## config.mk

```make
export PLATFORM = sky130hd
export DESIGN_NAME = cpu_top
export DESIGN_NICKNAME = d
export VERILOG_FILES = /design/src/hdl/cpu_bus_pkg.sv /design/src/hdl/cpu_isa_pkg.sv /design/src/hdl/bus_port.sv /design/src/hdl/cpu_alu.sv /design/src/hdl/cpu_datapath.sv /design/src/hdl/cpu_sequencer.sv /design/src/hdl/cpu_top.sv /design/src/hdl/opcode_decoder.sv
export SDC_FILE = /design/constraint.sdc
export NUM_CORES = 1
export LEC_CHECK = 0
export ABC_CLOCK_PERIOD_IN_PS = 6500
export CAP_MARGIN = 20
export CORE_ASPECT_RATIO = 1.25
export CORE_MARGIN = 4
export CORE_UTILIZATION = 40
export DETAILED_ROUTE_END_ITERATION = 7
export DONT_BUFFER_PORTS = 1
export GPL_TIMING_DRIVEN = 0
export HOLD_SLACK_MARGIN = 0.02
export PLACE_DENSITY = 0.51
export SYNTH_ARGS = -nofsm -noshare
export SYNTH_HDL_FRONTEND = slang
export SYNTH_SLANG_ARGS = --single-unit
export TNS_END_PERCENT = 5
```

## constraint.sdc

```tcl
create_clock -name CLK -period 6.5 [get_ports CLK]
set_input_delay 1.3 -clock CLK [delete_from_list [all_inputs] [get_ports CLK]]
set_output_delay 1.3 -clock CLK [all_outputs]
set_load 0.1 [all_outputs]
```

## src/hdl/cpu_bus_pkg.sv

```systemverilog
package cpu_bus_pkg;

    localparam int ADDR_W = 16;
    localparam int DATA_W = 8;

    typedef logic [ADDR_W-1:0] addr_t;    // memory address
    typedef logic [DATA_W-1:0] data_t;    // one data byte

    // where the start address lives, low byte first
    localparam addr_t RESET_VECTOR_DEFAULT = 16'hFFFC;

endpackage

```

## src/hdl/cpu_isa_pkg.sv

```systemverilog
package cpu_isa_pkg;

    //////////////////////////////
    // single-byte opcodes matched as a whole
    localparam logic [7:0] OP_TAX     = 8'hAA;
    localparam logic [7:0] OP_INX     = 8'hE8;
    localparam logic [7:0] OP_CLC     = 8'h18;
    localparam logic [7:0] OP_SEC     = 8'h38;
    localparam logic [7:0] OP_NOP     = 8'hEA;
    localparam logic [7:0] OP_JMP_ABS = 8'h4C;

    // opcode byte, seen raw or as aaa/bbb/cc
    typedef union packed {
        logic [7:0] raw;
        struct packed {
            logic [2:0] aaa;    // operation within group
            logic [2:0] bbb;    // addressing mode
            logic [1:0] cc;     // group
        } f;
    } opcode_u;

    typedef enum logic [2:0] {
        AM_IMPL,
        AM_IMM,
        AM_ZP,
        AM_ABS,
        AM_REL
    } addr_mode_e;

    typedef enum logic [4:0] {
        EX_LDA, EX_LDX, EX_STA, EX_STX,
        EX_ADC, EX_AND, EX_ORA, EX_EOR, EX_CMP,
        EX_TAX, EX_INX, EX_CLC, EX_SEC,
        EX_JMP, EX_BRANCH, EX_NOP, EX_ILLEGAL
    } exec_op_e;

    typedef enum logic [2:0] {
        ALU_PASS,
        ALU_ADC,
        ALU_AND,
        ALU_OR,
        ALU_XOR,
        ALU_CMP,     // a - b, flags only
        ALU_INC
    } alu_op_e;

    typedef enum logic {
        FLAG_C = 1'b0,
        FLAG_Z = 1'b1
    } flag_sel_e;

    //////////////////////////////
    // datapath select codes
    localparam logic [2:0] ASEL_PC  = 3'd0;
    localparam logic [2:0] ASEL_ABS = 3'd1;    // {opr_hi, opr_lo}
    localparam logic [2:0] ASEL_ZP  = 3'd2;    // {00, opr_lo}
    localparam logic [2:0] ASEL_VLO = 3'd3;
    localparam logic [2:0] ASEL_VHI = 3'd4;
    localparam logic [2:0] ASEL_REL = 3'd5;    // pc + signed offset

    localparam logic [1:0] SRC_A   = 2'd0;
    localparam logic [1:0] SRC_X   = 2'd1;
    localparam logic [1:0] SRC_MEM = 2'd2;

    localparam logic WSEL_A = 1'b0;
    localparam logic WSEL_X = 1'b1;

endpackage

```

## src/hdl/bus_port.sv

```systemverilog
module bus_port (
    input  logic               CLK,
    input  logic               rst_n,
    input  logic               acc_start,
    input  logic               acc_we,
    input  cpu_bus_pkg::addr_t acc_addr,
    input  cpu_bus_pkg::data_t acc_wdata,
    output logic               acc_done,
    output cpu_bus_pkg::data_t acc_rdata,
    input  logic               mem_ack,
    input  cpu_bus_pkg::data_t mem_rdata,
    output logic               mem_req,
    output logic               mem_we,
    output cpu_bus_pkg::addr_t mem_addr,
    output cpu_bus_pkg::data_t mem_wdata
);
    localparam logic [1:0] BP_IDLE   = 2'd0;
    localparam logic [1:0] BP_ACK_HI = 2'd1;    // req up, waiting for ack
    localparam logic [1:0] BP_ACK_LO = 2'd2;    // req dropped, waiting for ack to fall

    logic [1:0] state;

    always_ff @(posedge CLK or negedge rst_n) begin
        if (!rst_n) begin
            state    <= BP_IDLE;
            mem_req  <= 1'b0;
            mem_we   <= 1'b0;
            acc_done <= 1'b0;
        end else begin
            acc_done <= 1'b0;
            case (state)
                BP_IDLE: begin
                    if (acc_start) begin
                        mem_req <= 1'b1;
                        mem_we  <= acc_we;
                        state   <= BP_ACK_HI;
                    end
                end
                BP_ACK_HI: begin
                    if (mem_ack) begin
                        mem_req <= 1'b0;
                        state   <= BP_ACK_LO;
                    end
                end
                BP_ACK_LO: begin
                    if (!mem_ack) begin    // handshake closed
                        mem_we   <= 1'b0;
                        acc_done <= 1'b1;
                        state    <= BP_IDLE;
                    end
                end
                default: state <= BP_IDLE;
            endcase
        end
    end

    // request payload, held for the whole handshake
    always_ff @(posedge CLK) begin
        if (state == BP_IDLE && acc_start) begin
            mem_addr  <= acc_addr;
            mem_wdata <= acc_wdata;
        end
        if (state == BP_ACK_HI && mem_ack) begin
            acc_rdata <= mem_rdata;    // valid only while ack is high
        end
    end

endmodule

```

## src/hdl/cpu_alu.sv

```systemverilog
module cpu_alu (
    input  cpu_isa_pkg::alu_op_e alu_op,
    input  cpu_bus_pkg::data_t   a_in,
    input  cpu_bus_pkg::data_t   b_in,
    input  logic                 carry_in,
    output cpu_bus_pkg::data_t   result,
    output logic                 n,
    output logic                 z,
    output logic                 c
);
    import cpu_isa_pkg::*;

    logic [8:0] sum;    // 9th bit is carry out or borrow

    always_comb begin
        sum    = 9'd0;
        result = a_in;
        c      = carry_in;    // kept unless the op says otherwise
        case (alu_op)
            ALU_ADC: begin
                sum    = {1'b0, a_in} + {1'b0, b_in} + {8'd0, carry_in};
                result = sum[7:0];
                c      = sum[8];
            end
            ALU_AND: result = a_in & b_in;
            ALU_OR:  result = a_in | b_in;
            ALU_XOR: result = a_in ^ b_in;
            ALU_CMP: begin
                sum    = {1'b0, a_in} - {1'b0, b_in};
                result = sum[7:0];
                c      = ~sum[8];    // set when no borrow
            end
            ALU_INC: result = a_in + 8'd1;
            default: result = a_in;
        endcase
    end

    assign n = result[7];
    assign z = (result == 8'd0);

endmodule

```

## src/hdl/cpu_datapath.sv

```systemverilog
module cpu_datapath (
    input  logic                 CLK,
    input  logic                 rst_n,
    input  cpu_bus_pkg::data_t   acc_rdata,
    input  logic                 pc_inc,
    input  logic                 pc_load,
    input  logic                 a_load,
    input  logic                 x_load,
    input  logic                 sr_load,
    input  logic                 carry_set,
    input  logic                 carry_clr,
    input  logic                 opr_lo_load,
    input  logic                 opr_hi_load,
    input  logic [2:0]           addr_sel,
    input  logic                 wdata_sel,
    input  cpu_isa_pkg::alu_op_e alu_op,
    input  logic [1:0]           alu_src,
    input  cpu_bus_pkg::addr_t   reset_vector,
    output cpu_bus_pkg::addr_t   acc_addr,
    output cpu_bus_pkg::data_t   acc_wdata,
    output logic                 flag_z,
    output logic                 flag_c
);
    import cpu_bus_pkg::*;
    import cpu_isa_pkg::*;

    data_t      a_reg;
    data_t      x_reg;
    data_t      opr_lo;
    data_t      opr_hi;
    data_t      alu_a;
    data_t      alu_result;
    addr_t      pc;
    logic [2:0] sr;    // {n, z, c}
    logic       alu_n;
    logic       alu_z;
    logic       alu_c;

    //////////////////////////////
    // address select, also the PC load source
    always_comb begin
        case (addr_sel)
            ASEL_ABS: acc_addr = {opr_hi, opr_lo};
            ASEL_ZP:  acc_addr = {8'h00, opr_lo};
            ASEL_VLO: acc_addr = reset_vector;
            ASEL_VHI: acc_addr = reset_vector + 16'd1;
            ASEL_REL: acc_addr = pc + {{8{opr_lo[7]}}, opr_lo};
            default:  acc_addr = pc;
        endcase
    end

    assign acc_wdata = (wdata_sel == WSEL_X) ? x_reg : a_reg;
    assign alu_a = (alu_src == SRC_X) ? x_reg : (alu_src == SRC_MEM) ? acc_rdata : a_reg;
    assign flag_z = sr[1];
    assign flag_c = sr[0];

    cpu_alu i_cpu_alu (
        .alu_op,
        .a_in     (alu_a),
        .b_in     (acc_rdata),
        .carry_in (sr[0]),
        .result   (alu_result),
        .n        (alu_n),
        .z        (alu_z),
        .c        (alu_c)
    );

    always_ff @(posedge CLK or negedge rst_n) begin
        if (!rst_n) begin
            pc <= '0;    // stays zero until the vector load
            sr <= '0;
        end else begin
            if (pc_load) begin
                pc <= acc_addr;
            end else if (pc_inc) begin
                pc <= pc + 16'd1;
            end
            if (sr_load) begin
                sr <= {alu_n, alu_z, alu_c};
            end else if (carry_set) begin
                sr[0] <= 1'b1;
            end else if (carry_clr) begin
                sr[0] <= 1'b0;
            end
        end
    end

    always_ff @(posedge CLK) begin
        if (a_load) begin
            a_reg <= alu_result;
        end
        if (x_load) begin
            x_reg <= alu_result;
        end
        if (opr_lo_load) begin
            opr_lo <= acc_rdata;
        end
        if (opr_hi_load) begin
            opr_hi <= acc_rdata;
        end
    end

endmodule

```

## src/hdl/cpu_sequencer.sv

```systemverilog
module cpu_sequencer #(
    parameter cpu_bus_pkg::addr_t RESET_VECTOR = cpu_bus_pkg::RESET_VECTOR_DEFAULT
) (
    input  logic                    CLK,
    input  logic                    rst_n,
    input  logic                    acc_done,
    input  cpu_isa_pkg::addr_mode_e addr_mode,
    input  cpu_isa_pkg::exec_op_e   exec_op,
    input  cpu_isa_pkg::flag_sel_e  branch_flag,
    input  logic                    branch_sense,
    input  logic                    flag_z,
    input  logic                    flag_c,
    output logic                    acc_start,
    output logic                    acc_we,
    output logic                    ir_load,
    output logic                    pc_inc,
    output logic                    pc_load,
    output logic                    a_load,
    output logic                    x_load,
    output logic                    sr_load,
    output logic                    carry_set,
    output logic                    carry_clr,
    output logic                    opr_lo_load,
    output logic                    opr_hi_load,
    output logic [2:0]              addr_sel,
    output logic                    wdata_sel,
    output cpu_isa_pkg::alu_op_e    alu_op,
    output logic [1:0]              alu_src,
    output cpu_bus_pkg::addr_t      reset_vector
);
    import cpu_isa_pkg::*;

    localparam logic [3:0] S_RESET   = 4'd0;
    localparam logic [3:0] S_VEC_LO  = 4'd1;
    localparam logic [3:0] S_VEC_HI  = 4'd2;
    localparam logic [3:0] S_VEC_JMP = 4'd3;
    localparam logic [3:0] S_FETCH   = 4'd4;
    localparam logic [3:0] S_DECODE  = 4'd5;
    localparam logic [3:0] S_OPR_LO  = 4'd6;
    localparam logic [3:0] S_OPR_HI  = 4'd7;
    localparam logic [3:0] S_DATA    = 4'd8;
    localparam logic [3:0] S_EXEC    = 4'd9;

    logic [3:0] state;
    logic [3:0] next_state;
    logic       busy;    // access issued, acc_done not yet seen
    logic       mem_state;
    logic       is_store;
    logic       taken;

    assign reset_vector = RESET_VECTOR;
    assign is_store  = (exec_op == EX_STA) || (exec_op == EX_STX);
    assign taken     = ((branch_flag == FLAG_Z) ? flag_z : flag_c) == branch_sense;
    assign mem_state = state inside {S_VEC_LO, S_VEC_HI, S_FETCH, S_OPR_LO, S_OPR_HI, S_DATA};
    assign acc_start = mem_state && !busy;
    assign acc_we    = acc_start && (state == S_DATA) && is_store;

    // operation-only decode, the load enables decide what sticks
    assign wdata_sel = (exec_op == EX_STX) ? WSEL_X : WSEL_A;
    always_comb begin
        alu_src = SRC_A;
        case (exec_op)
            EX_ADC:  alu_op = ALU_ADC;
            EX_AND:  alu_op = ALU_AND;
            EX_ORA:  alu_op = ALU_OR;
            EX_EOR:  alu_op = ALU_XOR;
            EX_CMP:  alu_op = ALU_CMP;
            EX_INX:  alu_op = ALU_INC;
            default: alu_op = ALU_PASS;
        endcase
        if (exec_op == EX_LDA || exec_op == EX_LDX) begin
            alu_src = SRC_MEM;
        end else if (exec_op == EX_INX) begin
            alu_src = SRC_X;
        end
    end

    always_ff @(posedge CLK or negedge rst_n) begin
        if (!rst_n) begin
            state <= S_RESET;
            busy  <= 1'b0;
        end else begin
            state <= next_state;
            if (acc_start) begin
                busy <= 1'b1;
            end else if (acc_done) begin
                busy <= 1'b0;
            end
        end
    end

    //////////////////////////////
    // next state and datapath strobes
    always_comb begin
        next_state  = state;
        ir_load     = 1'b0;
        pc_inc      = 1'b0;
        pc_load     = 1'b0;
        a_load      = 1'b0;
        x_load      = 1'b0;
        sr_load     = 1'b0;
        carry_set   = 1'b0;
        carry_clr   = 1'b0;
        opr_lo_load = 1'b0;
        opr_hi_load = 1'b0;
        addr_sel    = ASEL_PC;
        case (state)
            S_RESET: next_state = S_VEC_LO;
            S_VEC_LO: begin
                addr_sel    = ASEL_VLO;
                opr_lo_load = acc_done;
                next_state  = acc_done ? S_VEC_HI : S_VEC_LO;
            end
            S_VEC_HI: begin
                addr_sel    = ASEL_VHI;
                opr_hi_load = acc_done;
                next_state  = acc_done ? S_VEC_JMP : S_VEC_HI;
            end
            S_VEC_JMP: begin    // vector bytes -> PC
                addr_sel   = ASEL_ABS;
                pc_load    = 1'b1;
                next_state = S_FETCH;
            end
            S_FETCH: begin
                ir_load    = acc_done;
                pc_inc     = acc_done;
                next_state = acc_done ? S_DECODE : S_FETCH;
            end
            S_DECODE: next_state = (addr_mode == AM_IMPL) ? S_EXEC : S_OPR_LO;
            S_OPR_LO: begin
                opr_lo_load = acc_done;
                pc_inc      = acc_done;
                if (acc_done) begin
                    case (addr_mode)
                        AM_ABS:  next_state = S_OPR_HI;
                        AM_ZP:   next_state = S_DATA;
                        default: next_state = S_EXEC;    // imm and rel use the byte as is
                    endcase
                end
            end
            S_OPR_HI: begin
                opr_hi_load = acc_done;
                pc_inc      = acc_done;
                if (acc_done) begin
                    next_state = (exec_op == EX_JMP) ? S_EXEC : S_DATA;
                end
            end
            S_DATA: begin
                addr_sel = (addr_mode == AM_ZP) ? ASEL_ZP : ASEL_ABS;
                if (acc_done) begin
                    next_state = is_store ? S_FETCH : S_EXEC;
                end
            end
            S_EXEC: begin
                next_state = S_FETCH;
                case (exec_op)
                    EX_LDA, EX_ADC, EX_AND, EX_ORA, EX_EOR: begin
                        a_load  = 1'b1;
                        sr_load = 1'b1;
                    end
                    EX_LDX, EX_TAX, EX_INX: begin
                        x_load  = 1'b1;
                        sr_load = 1'b1;
                    end
                    EX_CMP: sr_load = 1'b1;
                    EX_CLC: carry_clr = 1'b1;
                    EX_SEC: carry_set = 1'b1;
                    EX_JMP: begin
                        addr_sel = ASEL_ABS;
                        pc_load  = 1'b1;
                    end
                    EX_BRANCH: begin
                        addr_sel = ASEL_REL;
                        pc_load  = taken;
                    end
                    default: ;    // NOP and illegal
                endcase
            end
            default: next_state = S_RESET;
        endcase
    end

endmodule

```

## src/hdl/cpu_top.sv

```systemverilog
module cpu_top #(
    parameter cpu_bus_pkg::addr_t RESET_VECTOR = cpu_bus_pkg::RESET_VECTOR_DEFAULT
) (
    input  logic               CLK,
    input  logic               rst_n,
    input  logic               mem_ack,
    input  cpu_bus_pkg::data_t mem_rdata,
    output logic               mem_req,
    output logic               mem_we,
    output cpu_bus_pkg::addr_t mem_addr,
    output cpu_bus_pkg::data_t mem_wdata
);
    import cpu_bus_pkg::*;
    import cpu_isa_pkg::*;

    // bus side
    logic  acc_start;
    logic  acc_we;
    logic  acc_done;
    addr_t acc_addr;
    data_t acc_wdata;
    data_t acc_rdata;

    // decode results
    logic       ir_load;
    addr_mode_e addr_mode;
    exec_op_e   exec_op;
    flag_sel_e  branch_flag;
    logic       branch_sense;

    // datapath control and status
    logic       pc_inc;
    logic       pc_load;
    logic       a_load;
    logic       x_load;
    logic       sr_load;
    logic       carry_set;
    logic       carry_clr;
    logic       opr_lo_load;
    logic       opr_hi_load;
    logic [2:0] addr_sel;
    logic       wdata_sel;
    alu_op_e    alu_op;
    logic [1:0] alu_src;
    addr_t      reset_vector;
    logic       flag_z;
    logic       flag_c;

    bus_port i_bus_port (
        .CLK, .rst_n,
        .acc_start, .acc_we, .acc_addr, .acc_wdata, .acc_done, .acc_rdata,
        .mem_ack, .mem_rdata, .mem_req, .mem_we, .mem_addr, .mem_wdata
    );

    opcode_decoder i_opcode_decoder (
        .CLK, .rst_n,
        .ir_load,
        .opcode_in (acc_rdata),    // opcode byte straight off the bus
        .addr_mode, .exec_op, .branch_flag, .branch_sense
    );

    cpu_sequencer #(
        .RESET_VECTOR(RESET_VECTOR)
    ) i_cpu_sequencer (
        .CLK, .rst_n,
        .acc_done,
        .addr_mode, .exec_op, .branch_flag, .branch_sense,
        .flag_z, .flag_c,
        .acc_start, .acc_we, .ir_load,
        .pc_inc, .pc_load, .a_load, .x_load, .sr_load, .carry_set, .carry_clr,
        .opr_lo_load, .opr_hi_load, .addr_sel, .wdata_sel, .alu_op, .alu_src,
        .reset_vector
    );

    cpu_datapath i_cpu_datapath (
        .CLK, .rst_n,
        .acc_rdata,
        .pc_inc, .pc_load, .a_load, .x_load, .sr_load, .carry_set, .carry_clr,
        .opr_lo_load, .opr_hi_load, .addr_sel, .wdata_sel, .alu_op, .alu_src,
        .reset_vector,
        .acc_addr, .acc_wdata, .flag_z, .flag_c
    );

endmodule

```

## src/hdl/opcode_decoder.sv

```systemverilog
module opcode_decoder (
    input  logic                   CLK,
    input  logic                   rst_n,
    input  logic                   ir_load,
    input  cpu_bus_pkg::data_t     opcode_in,
    output cpu_isa_pkg::addr_mode_e addr_mode,
    output cpu_isa_pkg::exec_op_e   exec_op,
    output cpu_isa_pkg::flag_sel_e  branch_flag,
    output logic                   branch_sense
);
    import cpu_isa_pkg::*;

    opcode_u ir;

    always_ff @(posedge CLK or negedge rst_n) begin
        if (!rst_n) begin
            ir.raw <= OP_NOP;
        end else if (ir_load) begin
            ir.raw <= opcode_in;
        end
    end

    // branch opcodes 1xy10000 with x picking C or Z and y the value that takes it
    assign branch_flag  = flag_sel_e'(ir.f.aaa[1]);
    assign branch_sense = ir.f.aaa[0];

    always_comb begin
        addr_mode = AM_IMPL;
        exec_op   = EX_ILLEGAL;
        case (ir.raw)
            OP_TAX: exec_op = EX_TAX;
            OP_INX: exec_op = EX_INX;
            OP_CLC: exec_op = EX_CLC;
            OP_SEC: exec_op = EX_SEC;
            OP_NOP: exec_op = EX_NOP;
            OP_JMP_ABS: begin
                addr_mode = AM_ABS;
                exec_op   = EX_JMP;
            end
            default: begin
                case (ir.f.cc)
                    2'b01: begin    // accumulator group
                        case (ir.f.bbb)
                            3'b001: addr_mode = AM_ZP;
                            3'b010: addr_mode = AM_IMM;
                            3'b011: addr_mode = AM_ABS;
                            default: addr_mode = AM_IMPL;
                        endcase
                        case (ir.f.aaa)
                            3'd0: exec_op = EX_ORA;
                            3'd1: exec_op = EX_AND;
                            3'd2: exec_op = EX_EOR;
                            3'd3: exec_op = EX_ADC;
                            3'd4: exec_op = EX_STA;
                            3'd5: exec_op = EX_LDA;
                            3'd6: exec_op = EX_CMP;
                            default: exec_op = EX_ILLEGAL;    // SBC not kept
                        endcase
                    end
                    2'b10: begin    // X group with only LDX and STX
                        case (ir.f.bbb)
                            3'b000: addr_mode = AM_IMM;
                            3'b001: addr_mode = AM_ZP;
                            3'b011: addr_mode = AM_ABS;
                            default: addr_mode = AM_IMPL;
                        endcase
                        if (ir.f.aaa == 3'd4) begin
                            exec_op = EX_STX;
                        end else if (ir.f.aaa == 3'd5) begin
                            exec_op = EX_LDX;
                        end
                    end
                    2'b00: begin
                        if (ir.f.bbb == 3'b100 && ir.f.aaa[2]) begin
                            addr_mode = AM_REL;
                            exec_op   = EX_BRANCH;
                        end
                    end
                    default: exec_op = EX_ILLEGAL;
                endcase
                // no store immediate and no mode outside the kept set
                if (addr_mode == AM_IMPL || (addr_mode == AM_IMM &&
                        (exec_op == EX_STA || exec_op == EX_STX))) begin
                    addr_mode = AM_IMPL;
                    exec_op   = EX_ILLEGAL;
                end
            end
        endcase
    end

endmodule

```

==> impl_metrics.toml <==
[worst_setup_path]
endpoint_kind = "flop"
cp-startpoint = "i_opcode_decoder.ir[1]"
critPathMaxFanout = 10
cp_cell_sequence = "buf_6 -> nand3b_1 -> o22a_1 -> nor3_2 -> o2111ai_1 -> a31oi_4 -> inv_1 -> fa_1 -> inv_1 -> fa_1 -> xor2_1 -> o22ai_1 -> nor4_1 -> o22ai_1 -> or4b_1 -> or4_1 -> o31ai_2"
startpoint_type = "flop"
worstRegToRegCells = 17
r2r_start = "i_opcode_decoder.ir[1]"
cp.required_ns = 6.77
slowest_delay_ns = 0.60
r2r_end = "i_cpu_datapath.sr[1]"
worstPathArrival_ns = 5.43
r2r_slack_ns = 1.34
worstSetupPathType = "flop to flop"
crit_path_top_delay_cell = "dfstp_2"

[floorplan]
row_count = 54
core_area_um2 = 17630
design.die.area_um2 = 20340
start_util_pct = 41.07
fp.dieW_um = 128.4
num_io_pins = 37
die_y_um = 158.5

[global_routing]
grt_use_met2_pct = 37.75
grt_overflow = 0
antenna_found_initial = 0
grt_pass1_wl_mm = 32.69
grt.total_usage_pct = 20.82
first_global_vias = 5855
grt_busiest_layer = "met2"
grt_max_degree = 37
use_met1_pct = 24.14
grt.met3_usage_pct = 3.389

[synthesis]
async_flop_share_pct = 36.00
synth_top_cell_by_area = "edfxtp_1"
syn-num-nets = 805
ys_seq_elements = 100
synth_edf_count = 64
synth_area_leaders = "edfxtp_1, dfrtp_1, ha_1"
syn_area_per_cell_um2 = 9.632
yosys_most_used_dff = "edfxtp_1"
synth_area_um2 = 7243
yosys_warnings = 0
synth_cell_type_count = 90
synthCells = 752
yosysSeqAreaShare_pct = 39.06
synth_top_area_share_pct = 26.53

[placement]
dp_hpwl_mm = 16.15
port_buffers = 0
gp_congestion = 0.9291
place_area_um2 = 7547

[route]
drt-vias-per-instance = 6.010
drt_iter0_markers = 461
routed_wl_mm = 20.79
vias = 5980
remaining_drc_errors = 0
dr.pass1.iters = 5
ant_nets = 0
wire_per_inst_um = 20.90

[clock_network]
numCtsBuffers = 9
cts_root_buf = "clkbuf_16"
cts_max_level = 3
holdBufCountCts = 0
cts_setup_buffers = 0
cts_sinks = 100
worstSkewPairLatency_ns = 0.36
cts-resized-gates = 0
cts_tree = "done"
clkTransAtPathRegs_ns = 0.07
max-clock-path-buffers = 2

[finish]
final_nets = 819
diodes = 0
areaGrowthSynthToFinish_pct = 8.223
seq_area_um2 = 2829
reg.largest.list = "i_bus_port.mem_addr x16, i_cpu_datapath.pc x16"
multiInputGateArea_um2 = 4110
fin_area_um2 = 7839
nFillCells = 1704
drive_above_1_share_pct = 10.51

[timing]
slew_violations = 0
worst_slew_pin_slew_ns = 1.062
tns_ns = 0
max_freq_ghz = 0.1938
rsz0062_at_grt = "no"
setup_viol = 0
period_share_pct = 79.37
layout_min_cycle_time_ns = 5.159
finalHoldViolCount = 0
relSlewSlack_pct = 28.58
fin_skew_ns = 0.005543

[worst_hold_path]
hp-start = "i_bus_port.state[1]"
worstHoldPathType = "flop to flop"
hold_path_depth = 1
holdPathEnd = "i_bus_port.state[0]"

[power]
peakVddDrop_uv = 151.4
powerDensity_nw_per_um2 = 417.2
p_leak_nw = 2.955

[outcome]
outcome = "completed"

[run]
drv_cap = 0
how the worst max path moves through the flow:
stage,end,cells past startpoint
final,i_cpu_datapath.sr[1],17
after global routing,i_cpu_datapath.sr[1],17
after CTS,i_cpu_datapath.sr[1],17
after detailed placement,i_cpu_datapath.sr[1],17
after global placement,i_cpu_datapath.sr[1],17
after floorplan,i_cpu_datapath.sr[1],17
final cells by class:
cell class,count,share of cell area [%]
Multi-Input combinational cell,580,52.43
Sequential cell,100,36.09
Tap cell,224,3.575
Clock buffer,9,2.873
Buffer,32,2.043
Inverter,40,1.915
Clock inverter,7,0.8460
Timing Repair Buffer,3,0.2235
worst max-delay path: cells and delay by family, from the launching register on:
| kind | cells | cell delay, ns |
|---|---|---|
| xor gates and xnor gates | 1 | 0.16 |
| adders and majority gates | 2 | 0.59 |
| AOI/OAI and AO/OA | 6 | 1.30 |
| DFF | 1 | 0.60 |
| and+or+nand+nor | 5 | 2.03 |
| buffers and inverters | 3 | 0.38 |
cell usage in the layout (no fill, tap or decap), types with 6 or more instances in the layout:
| master | netlist | routed |
|---|---|---|
| o21ai_0 | 44 | 44 |
| nor4_1 | 7 | 7 |
| o211ai_1 | 7 | 7 |
| nor2_1 | 80 | 80 |
| xor2_1 | 16 | 16 |
| a21oi_1 | 40 | 40 |
| mux2_2 | 18 | 18 |
| o2111ai_1 | 7 | 7 |
| nand3_1 | 17 | 17 |
| nand2b_1 | 12 | 12 |
| and3_1 | 8 | 8 |
| xnor2_1 | 24 | 24 |
| and2_1 | 6 | 6 |
| ha_1 | 38 | 38 |
| a21o_1 | 12 | 12 |
| nor3b_1 | 6 | 6 |
| a221oi_1 | 13 | 13 |
| o21bai_1 | 8 | 8 |
| a31oi_1 | 12 | 12 |
| nor3_1 | 12 | 12 |
| a22oi_1 | 8 | 8 |
| mux2i_1 | 6 | 6 |
| nand2_1 | 62 | 62 |
| inv_1 | 40 | 40 |
| clkbuf_1 | 21 | 21 |
| dfrtp_1 | 31 | 31 |
| clkbuf_16 | 0 | 9 |
| buf_2 | 5 | 7 |
| edfxtp_1 | 64 | 64 |
| o221ai_1 | 6 | 6 |
where the power goes:
| group | switching (W) | internal (W) | total [W] |
|---|---|---|---|
| Combinational | 0.000857 | 0.000518 | 0.00138 |
| Clock | 0.000267 | 0.000270 | 0.000538 |
| Sequential | 0.000471 | 0.000886 | 0.00136 |
| Total | 0.00160 | 0.00167 | 0.00327 |
through the flow:
step           worst slack (ns)  std cells  hold WS [ns]  util, %  total power [W]
3_3_place_gp              1.467        976        0.4851    42.66         0.002708
3_5_place_dp              1.473        979        0.4983    42.80         0.002738
6_report                  1.341        995        0.5019    44.45         0.003270
4_1_cts                   1.415        995        0.5098    44.45         0.003286
5_1_grt                   1.004        995        0.5410    44.45         0.003483
2_1_floorplan             2.117        752        0.4637        -         0.002369
kinds of logic after synthesis:
logic type                 count (synthesis)  synth area share (%)
buffers and inverters                     72                 4.284
AOI/OAI and AO/OA                        224                 22.61
muxes                                     24                 3.628
DFF                                      100                 39.06
adders and majority gates                 42                 7.670
and+or+nand+nor                          249                 17.69
xor gates and xnor gates                  41                 5.061
synthesized netlist by cell type, drive strengths merged, types with 14 or more instances:
library cell and number:
ha 38, xnor2 25, a31oi 16, xor2 16, clkbuf 21, a21oi 43
nand2 62, o21ai 46, inv 40, dfrtp 31, a221oi 14, edfxtp 64
mux2 18, nand3 17, nor2 80
routing by layer:
layer | wire length, um | up-vias
met1 | 8361 | 2905
met5 | 0 | -
met2 | 10920 | 186
li1 | - | 2851
met3 | 734 | 38
met4 | 775 | 0
Note: power is estimated with default switching activity, not from simulation.
